`config.mk`:
```
export PLATFORM = sky130hd
export DESIGN_NAME = ntm_matrix_oneplus_function
export DESIGN_NICKNAME = d
export VERILOG_FILES = /design/src/ntm_matrix_pkg.sv /design/src/ntm_oneplus_pkg.sv /design/src/ntm_matrix_oneplus_function.sv /design/src/ntm_oneplus_result.sv /design/src/ntm_oneplus_execute.sv /design/src/ntm_matrix_index_decode.sv
export SDC_FILE = /design/constraint.sdc
export NUM_CORES = 1
export LEC_CHECK = 0
export BUFFER_PORTS_ARGS = -buffer_cell sky130_fd_sc_hd__buf_4
export CAP_MARGIN = 20
export CORE_UTILIZATION = 40
export DETAILED_ROUTE_END_ITERATION = 7
export PLACE_DENSITY_LB_ADDON = 0.12
export SETUP_SLACK_MARGIN = 0.4
export SYNTH_ARGS = -nofsm -noshare
export SYNTH_HDL_FRONTEND = slang
export SYNTH_SLANG_ARGS = --single-unit
```
`constraint.sdc`:
```
create_clock -name CLK -period 3.16 [get_ports CLK]
set_input_delay 0.632 -clock CLK [delete_from_list [all_inputs] [get_ports CLK]]
set_output_delay 0.632 -clock CLK [all_outputs]
set_load 0.1 [all_outputs]
```
`src/ntm_matrix_pkg.sv`:
```
`default_nettype none

package ntm_matrix_pkg;

  //////////////////////////////////////////////////////////////////////
  // Matrix control
  //////////////////////////////////////////////////////////////////////

  // Default width of indices and sizes
  localparam int index_width_default = 8;

  // Position flags riding along with each element
  // Created in decode, delayed by execute, used by result
  typedef struct packed {
    logic row_last;     // last column of a row
    logic matrix_last;  // last element overall
  } element_tag_t;

endpackage

`default_nettype wire

```
`src/ntm_oneplus_pkg.sv`:
```
`default_nettype none

package ntm_oneplus_pkg;

  //////////////////////////////////////////////////////////////////////
  // Word format, Q7.8 signed
  //////////////////////////////////////////////////////////////////////

  localparam int word_width = 16;
  localparam int frac_bits  = 8;

  // Field view of one word
  typedef struct packed {
    logic                                sign;
    logic [word_width-frac_bits-2:0]     int_part;
    logic [frac_bits-1:0]                frac;
  } oneplus_fields_t;

  // Same word, read as a number or as fields
  typedef union packed {
    logic signed [word_width-1:0] raw;
    oneplus_fields_t              fields;
  } oneplus_word_t;

  //////////////////////////////////////////////////////////////////////
  // Constants
  //////////////////////////////////////////////////////////////////////

  // round(256 * ln(1 + e^-k)), k = 0..7
  localparam logic [7:0] corr_table [0:7] = '{
    8'd177,
    8'd80,
    8'd32,
    8'd12,
    8'd5,
    8'd2,
    8'd1,
    8'd0
  };

  // 1.0 in Q7.8
  localparam logic signed [word_width-1:0] one_fixed = 16'sd1 <<< frac_bits;

  // Saturation limit, largest positive word
  localparam logic signed [word_width-1:0] max_word = 16'sd32767;

endpackage

`default_nettype wire
```
`src/ntm_matrix_oneplus_function.sv`:
```
`timescale 1ns/100ps
`default_nettype none

module ntm_matrix_oneplus_function
  import ntm_oneplus_pkg::*;
  import ntm_matrix_pkg::*;
#(
  parameter int CONTROL_SIZE = index_width_default
) (
  input  logic                    CLK,
  input  logic                    RST,

  // Control
  input  logic                    START,
  output logic                    READY,

  input  logic                    DATA_IN_I_ENABLE,
  input  logic                    DATA_IN_J_ENABLE,
  output logic                    DATA_OUT_I_ENABLE,
  output logic                    DATA_OUT_J_ENABLE,

  // Data
  input  logic [CONTROL_SIZE-1:0] SIZE_I_IN,
  input  logic [CONTROL_SIZE-1:0] SIZE_J_IN,
  input  logic [word_width-1:0]   DATA_IN,
  output logic [word_width-1:0]   DATA_OUT
);

  //////////////////////////////////////////////////////////////////////
  // Signals
  //////////////////////////////////////////////////////////////////////

  // Decode to execute
  logic          in_valid;
  oneplus_word_t in_word;
  element_tag_t  in_tag;

  // Execute to result
  logic          out_valid;
  oneplus_word_t out_word;
  element_tag_t  out_tag;

  //////////////////////////////////////////////////////////////////////
  // Instances
  //////////////////////////////////////////////////////////////////////

  // Index control, one cycle
  ntm_matrix_index_decode #(
    .CONTROL_SIZE(CONTROL_SIZE)
  ) index_decode (
    .CLK             (CLK),
    .RST             (RST),
    .START           (START),
    .DATA_IN_I_ENABLE(DATA_IN_I_ENABLE),
    .DATA_IN_J_ENABLE(DATA_IN_J_ENABLE),
    .SIZE_I_IN       (SIZE_I_IN),
    .SIZE_J_IN       (SIZE_J_IN),
    .DATA_IN         (DATA_IN),
    .in_valid        (in_valid),
    .in_word         (in_word),
    .in_tag          (in_tag)
  );

  // Oneplus pipeline, two cycles
  ntm_oneplus_execute oneplus_execute (
    .CLK      (CLK),
    .RST      (RST),
    .in_valid (in_valid),
    .in_word  (in_word),
    .in_tag   (in_tag),
    .out_valid(out_valid),
    .out_word (out_word),
    .out_tag  (out_tag)
  );

  // Output strobes, one cycle
  ntm_oneplus_result oneplus_result (
    .CLK              (CLK),
    .RST              (RST),
    .out_valid        (out_valid),
    .out_word         (out_word),
    .out_tag          (out_tag),
    .DATA_OUT         (DATA_OUT),
    .DATA_OUT_I_ENABLE(DATA_OUT_I_ENABLE),
    .DATA_OUT_J_ENABLE(DATA_OUT_J_ENABLE),
    .READY            (READY)
  );

endmodule

`default_nettype wire

```
`src/ntm_oneplus_result.sv`:
```
`timescale 1ns/100ps
`default_nettype none

module ntm_oneplus_result
  import ntm_oneplus_pkg::*;
  import ntm_matrix_pkg::*;
(
  input  logic                  CLK,
  input  logic                  RST,

  // From execute
  input  logic                  out_valid,
  input  oneplus_word_t         out_word,
  input  element_tag_t          out_tag,

  // Matrix outputs
  output logic [word_width-1:0] DATA_OUT,
  output logic                  DATA_OUT_I_ENABLE,
  output logic                  DATA_OUT_J_ENABLE,
  output logic                  READY
);

  //////////////////////////////////////////////////////////////////////
  // Output register and strobes
  //////////////////////////////////////////////////////////////////////

  always_ff @(posedge CLK or posedge RST) begin
    if (RST) begin
      DATA_OUT          <= '0;
      DATA_OUT_I_ENABLE <= 1'b0;
      DATA_OUT_J_ENABLE <= 1'b0;
      READY             <= 1'b0;
    end else begin
      // Every element
      DATA_OUT_J_ENABLE <= out_valid;

      // Row end, together with J
      DATA_OUT_I_ENABLE <= out_valid && out_tag.row_last;

      // Matrix end, one pulse
      READY             <= out_valid && out_tag.matrix_last;

      // Word held between results
      if (out_valid) begin
        DATA_OUT <= out_word.raw;
      end
    end
  end

endmodule

`default_nettype wire

```
`src/ntm_oneplus_execute.sv`:
```
`timescale 1ns/100ps
`default_nettype none

module ntm_oneplus_execute
  import ntm_oneplus_pkg::*;
  import ntm_matrix_pkg::*;
(
  input  logic          CLK,
  input  logic          RST,

  // From decode
  input  logic          in_valid,
  input  oneplus_word_t in_word,
  input  element_tag_t  in_tag,

  // To result, two cycles later
  output logic          out_valid,
  output oneplus_word_t out_word,
  output element_tag_t  out_tag
);

  //////////////////////////////////////////////////////////////////////
  // Signals
  //////////////////////////////////////////////////////////////////////

  // Stage 1 combinational
  oneplus_word_t       pos_word;
  oneplus_word_t       mag_word;
  logic [2:0]          corr_index;

  // Stage 1 registers
  logic                s1_valid;
  element_tag_t        s1_tag;
  oneplus_word_t       s1_pos;
  logic [7:0]          s1_corr;

  // Stage 2 combinational, one spare bit for the carry
  logic [word_width:0] sum_wide;
  oneplus_word_t       sat_word;

  //////////////////////////////////////////////////////////////////////
  // Stage 1, max(x,0) and table lookup
  //////////////////////////////////////////////////////////////////////

  always_comb begin
    // Positive part
    pos_word.raw = in_word.fields.sign ? '0 : in_word.raw;

    // |x|, most negative word taken as largest positive
    if (!in_word.fields.sign) begin
      mag_word.raw = in_word.raw;
    end else if (in_word.raw == 16'sh8000) begin
      mag_word.raw = max_word;
    end else begin
      mag_word.raw = -in_word.raw;
    end

    // Integer part clamped to 7
    if (mag_word.fields.int_part > 7'd7) begin
      corr_index = 3'd7;
    end else begin
      corr_index = mag_word.fields.int_part[2:0];
    end
  end

  always_ff @(posedge CLK or posedge RST) begin
    if (RST) begin
      s1_valid <= 1'b0;
    end else begin
      s1_valid <= in_valid;
    end
  end

  always_ff @(posedge CLK) begin
    s1_tag  <= in_tag;
    s1_pos  <= pos_word;
    s1_corr <= corr_table[corr_index];
  end

  //////////////////////////////////////////////////////////////////////
  // Stage 2, add and saturate
  //////////////////////////////////////////////////////////////////////

  always_comb begin
    sum_wide = {1'b0, s1_pos.raw} + {{(word_width-7){1'b0}}, s1_corr}
             + {1'b0, one_fixed};
    // Clip to +32767
    if (sum_wide > {1'b0, max_word}) begin
      sat_word.raw = max_word;
    end else begin
      sat_word.raw = sum_wide[word_width-1:0];
    end
  end

  always_ff @(posedge CLK or posedge RST) begin
    if (RST) begin
      out_valid <= 1'b0;
    end else begin
      out_valid <= s1_valid;
    end
  end

  always_ff @(posedge CLK) begin
    out_tag  <= s1_tag;
    out_word <= sat_word;
  end

endmodule

`default_nettype wire

```
`src/ntm_matrix_index_decode.sv`:
```
`timescale 1ns/100ps
`default_nettype none

module ntm_matrix_index_decode
  import ntm_oneplus_pkg::*;
  import ntm_matrix_pkg::*;
#(
  parameter int CONTROL_SIZE = index_width_default
) (
  input  logic                    CLK,
  input  logic                    RST,

  // Control in
  input  logic                    START,
  input  logic                    DATA_IN_I_ENABLE,
  input  logic                    DATA_IN_J_ENABLE,

  // Sizes and data
  input  logic [CONTROL_SIZE-1:0] SIZE_I_IN,
  input  logic [CONTROL_SIZE-1:0] SIZE_J_IN,
  input  oneplus_word_t           DATA_IN,

  // Towards execute
  output logic                    in_valid,
  output oneplus_word_t           in_word,
  output element_tag_t            in_tag
);

  //////////////////////////////////////////////////////////////////////
  // Signals
  //////////////////////////////////////////////////////////////////////

  // Idle (0) or active (1)
  logic                    active;

  // Sizes latched at START
  logic [CONTROL_SIZE-1:0] size_i;
  logic [CONTROL_SIZE-1:0] size_j;

  // Current position
  logic [CONTROL_SIZE-1:0] index_i;
  logic [CONTROL_SIZE-1:0] index_j;

  // Last index values
  logic [CONTROL_SIZE-1:0] last_i;
  logic [CONTROL_SIZE-1:0] last_j;

  logic                    accept;
  logic                    row_last;
  logic                    matrix_last;

  //////////////////////////////////////////////////////////////////////
  // Acceptance and position
  //////////////////////////////////////////////////////////////////////

  assign last_i = size_i - 1'b1;
  assign last_j = size_j - 1'b1;

  // I strobe opens a row, J strobe for the rest
  // Wrong kind or idle strobes are dropped
  assign accept = active &&
                  ((index_j == '0) ? DATA_IN_I_ENABLE : DATA_IN_J_ENABLE);

  assign row_last    = (index_j == last_j);
  assign matrix_last = row_last && (index_i == last_i);

  //////////////////////////////////////////////////////////////////////
  // Control FSM
  //////////////////////////////////////////////////////////////////////

  always_ff @(posedge CLK or posedge RST) begin
    if (RST) begin
      active   <= 1'b0;
      size_i   <= '0;
      size_j   <= '0;
      index_i  <= '0;
      index_j  <= '0;
      in_valid <= 1'b0;
    end else begin
      in_valid <= accept;

      if (!active) begin
        // New matrix only from idle
        if (START) begin
          size_i  <= SIZE_I_IN;
          size_j  <= SIZE_J_IN;
          index_i <= '0;
          index_j <= '0;
          active  <= 1'b1;
        end
      end else if (accept) begin
        if (matrix_last) begin
          // Back to idle, results still draining
          active <= 1'b0;
        end
        // Step the indices
        if (row_last) begin
          index_j <= '0;
          index_i <= index_i + 1'b1;
        end else begin
          index_j <= index_j + 1'b1;
        end
      end
    end
  end

  // Word and tag, loaded on accept only
  always_ff @(posedge CLK) begin
    if (accept) begin
      in_word            <= DATA_IN;
      in_tag.row_last    <= row_last;
      in_tag.matrix_last <= matrix_last;
    end
  end

endmodule

`default_nettype wire

```
# == Word level (Yosys, flattened, before mapping) ==
# Memories as Yosys holds them, arrays and structs flattened. A register that Yosys moved wholly into a read port is not among the register bits.
# Index checks and enable logic that the tools add are counted.
# word_totals
ff_bits,109
romBits,64
word_cells,63
memories,1
# memory_table
name,words,width,rd,rd_ports_with_merged_regs,write_ports,line_no,source
(name not given),8,8,1,1,0,ntm_oneplus_execute.sv:77,s1_corr <= corr_table[corr_index];
# op_classes
n_addsub,7
magnitude_cmp,2
eq_ne,5
muxes,15
n_bitwise,2
reduce_logical,9
# op_table
cell,n
two-way mux 8 bit,7
two-way mux 15 bit,2
adder 16 x 8 -> 17 bit,1
"adder 17 x 9 -> 17 bit, second input constant",1
"greater-than comparator 17 x 15 -> 1 bit, second input constant",1
"adder 8 x 1 -> 8 bit, second input constant",2
"== test 16 bit, second input constant",1
== test 8 bit,2
"subtractor 8 x 1 -> 8 bit, second input constant",2
negator 15 bit,1
logical NOT 8 bit,1
"greater-than comparator 7 x 3 -> 1 bit, second input constant",1
two-way mux 1 bit,5
logical AND 1 bit,4
"!= test 2 bit, second input constant",2
inverter 3 -> 4 bit,1
AND reduction 2 bit,2
two-way mux 3 bit,1
AND reduction 3 bit,1
nonzero test 2 bit,1
inverter 1 bit,1

# == Depth between registers and ports, before layout ==
# logic_depth
word_depth,6
mapped_depth,9
depth_no_buf,8

# == Cells and area by module ==
# A second synthesis with hierarchy kept.
# hier_totals
cells_unflattened,503
area_unflattened_um2,5353.9
# modules_own_cells
mod,n_inst,cells_each,area_each_um2
ntm_matrix_index_decode,1,274,2740.1
ntm_oneplus_execute,1,189,1878.1
ntm_oneplus_result,1,40,735.7

# == Worst setup path after synthesis ==
# OpenSTA, ideal clock, no wires.
# synth_path
path_kind,register to register
startpoint,register oneplus_execute.s1_corr[0]
endpoint,register oneplus_execute.out_word[14] (netlist bit)
arrival_time_ps,2518
required_ps,3039
path_slack_ps,521
path_stages_with_launch,9
path_buffers,0
synth_period_minus_slack_ps,2639
cell_sequence,dfxtp_1 -> ha_1 -> fa_1 -> a21o_1 -> a211o_1 -> a2111oi_0 -> nor2_1 -> nand3_1 -> mux2_2
# synth_via
elab_chain_len,3
# synth_lines
item,line_no,source
from (decl),ntm_oneplus_execute.sv:35,logic [7:0] s1_corr;
adder 16 x 8 -> 17 bit (*),ntm_oneplus_execute.sv:85,"sum_wide = {1'b0, s1_pos.raw} + {{(word_width-7){1'b0}}, s1_corr}"
adder 17 x 9 -> 17 bit (*),ntm_oneplus_execute.sv:86,"+ {1'b0, one_fixed};"
greater-than comparator 17 x 15 -> 1 bit,ntm_oneplus_execute.sv:88,"if (sum_wide > {1'b0, max_word}) begin"
to (signal assigned),ntm_oneplus_execute.sv:105,out_word <= sat_word;
to (decl),ntm_oneplus_execute.sv:18,"output oneplus_word_t out_word,"
# Mark *: on every way between the ends. The rest lies on a longest branch, timed or not.
# A chain may end at the register's enable or synchronous reset.

# == Final worst setup path ==
# layout_path
startpoint,register index_decode.size_j[0]
endpoint,register index_decode.index_i[0]
# layout_via
elab_chain_len,4
# layout_lines
item,line_no,source
from (decl),ntm_matrix_index_decode.sv:38,logic [CONTROL_SIZE-1:0] size_j;
from (signal assigned),ntm_matrix_index_decode.sv:75,size_j <= '0;
from (signal assigned),ntm_matrix_index_decode.sv:86,size_j <= SIZE_J_IN;
subtractor 8 x 1 -> 8 bit,ntm_matrix_index_decode.sv:57,assign last_j = size_j - 1'b1;
== test 8 bit,ntm_matrix_index_decode.sv:64,assign row_last = (index_j == last_j);
named net index_decode.row_last,ntm_matrix_index_decode.sv:49,logic row_last;
!= test 2 bit (no line),--,
AND reduction 3 bit (no line),--,
to (signal assigned),ntm_matrix_index_decode.sv:99,index_i <= index_i + 1'b1;
to (decl),ntm_matrix_index_decode.sv:41,logic [CONTROL_SIZE-1:0] index_i;
# The timed path passes the listed nets, and every way through them passes these cells.

==> results.yml <==
run_status:
  outcome: "complete, no violations"
floorplan:
  dieArea_sq_um: 13600
  rows: 41
  start_util: 0.413
  coreArea_sq_um: 12700
  fp.dieH_um: 117
  ioPinCount: 56
  dieWidth_um: 117
final_layout:
  antenna_cells: 0
  nFillCells: 1196
  regArea_sq_um: 2780
  nNetsFinal: 591
  fin_cells: 725
  syn2layout_area_growth_pct: 22.3
  multi_input_area_sq_um: 2310
  drive_gt1_frac: 0.255
  design_area_sq_um: 6420
  utilization: 0.505
drt:
  vias: 3535
  dr.first_iter.drc_count: 153
  ant_nets: 0
  drc: 0
  wl_per_cell_um: 13.3
  drt-total-wl_um: 9620
  vias_per_cell: 4.88
  drt_first_pass_iters: 5
synth:
  ys_seq_area_frac: 0.529
  yosys.area.top_type_share: 0.262
  synth_top_cell_by_area: "dfrtp_1"
  ys_ff_latch: 116
  ys_types: 64
  synth_edf_count: 18
  synthArstFlopShare: 0.474
  synth_area_leaders: "dfrtp_1 26%, dfxtp_1 16%, edfxtp_1 10%"
  avgSynthCellArea_sq_um: 11.0
  synth_top_flop_cell: "dfrtp_1"
  synth_fp_nets: 530
  syn-cell-area_sq_um: 5250
  yosysWarnings: 0
  netlist_instances: 479
timing:
  max_freq_mhz: 384
  slew_viol_final: 0
  setup_viol: 0
  finalHoldViolations: 0
  tightestPinTransition_ps: 1000
  setup_tns_ps: 0
  fin_ws_ps: 553
  post-route-min-period_ps: 2610
  hold_ws_ps: 331
  fin_crit_sh: 0.825
  fin_skew_ps: 4.59
  slew_headroom: 0.332
  rsz0062_at_grt: "no"
setup_path:
  cp_slowest_cell: "nor4_4"
  worst_setup_path_end_kind: "register"
  crit_arrival_ps: 2940
  path_buf_inv: 1
  cp.required_ps: 3490
  crit_family: "simple AND/OR/NAND/NOR gates"
  critPathKind: "reg2reg"
  cp_max_fo: 5
  cp_cell_sequence: "inv_1, ha_1, or3b_1, nor3_1, o221ai_2, nor4_4, and2_1, mux2i_1"
  start_kind: "register"
  max_stage_delay_ps: 480
clock_network:
  cts_hold_buffers: 0
  cts_tree: "done"
  clk-insertion-delay-late_ps: 410
  cts_made_buffers: 17
  ctsHtreeMaxLevel: 4
  clk_path_buf_depth: 2
  root_buffer: "clkbuf_16"
  clock-sinks: 116
  path_clk_slew_ps: 50
power:
  peakVddDrop_uv: 491
  power_density_nw_per_um2: 963
  finalPower_mw: 6.19
  cellLeakagePower_nw: 2.89
global_routing:
  grt_pass1_vias: 3319
  grt_pass1_wl_um: 15900
  gr-total-overflow: 0
  gr-usage-all-layers: 0.154
  grt_max_degree: 56
  antenna_found_initial: 0
placement:
  place_hpwl_um: 6880
  gp_congestion: 0.793
  place_area_sq_um: 5810
  dp.cells: 691
  post-place-ws_ps: 385
  port_buffers: 55
worst_hold_path:
  hold_path.class: "reg2reg"
job:
  max_cap_violations: 0
report_power, final:
group          switching [mW]  internal [mW]  total, mW
sequential              0.334           1.95       2.29
clock                   0.661           1.25       1.91
combinational            1.32          0.674       1.99
cell type report:
cell class,count,area share
Multi-Input combinational cell,327,0.360
Timing Repair Buffer,61,0.0713
Inverter,17,0.00993
Clock inverter,11,0.0183
Clock buffer,21,0.0750
Tap cell,172,0.0335
Sequential cell,116,0.432
synthesized netlist by cell type (6+ instances only):
library cell  count
o21ai_0          16
inv_1            17
nor3_1           11
nor2_1           19
nand2b_1         13
dfrtp_1          55
mux2_2           20
edfxtp_1         18
nand4_1           6
nand2_1          71
a21oi_1          19
clkbuf_1          9
nand3_1           9
nor2b_1          17
xor2_1           16
ha_1             13
o311ai_2          6
dfxtp_1          43
xnor2_1          16
kinds of logic (layout without fill, tap and decap cells):
logic type               after synthesis  count (layout)  synth area share
AO/OA/AOI/OAI                         77              77             0.120
XOR/XNOR                              32              32            0.0534
adder cells (fa/ha/maj)               14              14            0.0348
buffers and inverters                 36             110            0.0314
flip-flops                           116             116             0.529
multiplexers                          25              25            0.0524
other                                  1               1          0.000714
AND/OR/NAND/NOR                      178             178             0.178
registers in the layout, indices dropped and copies added, names as in the netlist, 2 cells and up:
signal / flops
oneplus_execute.out_tag: 2
index_decode.index_j: 8
index_decode.index_i: 8
index_decode.in_word: 16
index_decode.size_i: 8
oneplus_execute.out_word: 16
index_decode.in_tag: 2
oneplus_execute.s1_pos: 15
index_decode.size_j: 8
oneplus_result.DATA_OUT: 16
oneplus_execute.s1_tag: 2
oneplus_execute.s1_corr: 8
worst paths after layout:
path / start / end / slack [ps] / depth (start not counted)
min in group asynchronous: RST / index_decode.size_i[5] / 420 / 3
setup reg to reg: index_decode.size_j[0] / index_decode.index_i[0] / 550 / 8
max in group asynchronous: RST / oneplus_result.DATA_OUT_I_ENABLE / 2240 / 3
hold reg to reg: oneplus_execute.s1_tag[0] / oneplus_execute.out_tag[0] / 330 / 0
setup / recovery: index_decode.size_j[0] / index_decode.index_i[0] / 550 / 8
hold / removal: oneplus_execute.s1_tag[0] / oneplus_execute.out_tag[0] / 330 / 0
layer usage:
layer	up-vias	global-route usage	routed length (um)	share of wire
li1	1798	-	-	-
met1	1648	0.211	4790	0.50
met2	77	0.223	4320	0.45
met3	12	0.0462	366	0.038
met4	0	0.0734	147	0.015
met5	-	0	0	0
what timing repair did:
action,4_1_cts,5_1_grt
pin swaps,0,1
buffers inserted,0,2
setup endpoints to repair,5,2
resized for setup,1,1
layout by cell type, fill, tap and decap left out, types with 3 or more instances in the layout:
cell / count
nor3_1: 11
a31oi_1: 3
mux2i_1: 5
and3_1: 5
edfxtp_1: 18
nand4_1: 6
nand2_1: 71
xnor2_1: 16
xor2_1: 16
nor4_1: 4
mux2_2: 20
o21ai_1: 3
inv_1: 16
dfrtp_1: 55
nand3_1: 9
or2_2: 3
buf_4: 61
o41ai_2: 5
a21o_1: 4
and2_1: 4
ha_1: 13
dfxtp_1: 43
clkinv_2: 3
clkbuf_16: 18
nand2b_1: 13
o21ai_0: 16
inv_4: 4
nor3b_1: 3
nor2_1: 19
nor2b_1: 17
a21oi_1: 19
o211ai_1: 3
o311ai_2: 6
No activity file was read; power rests on OpenSTA's default activity.
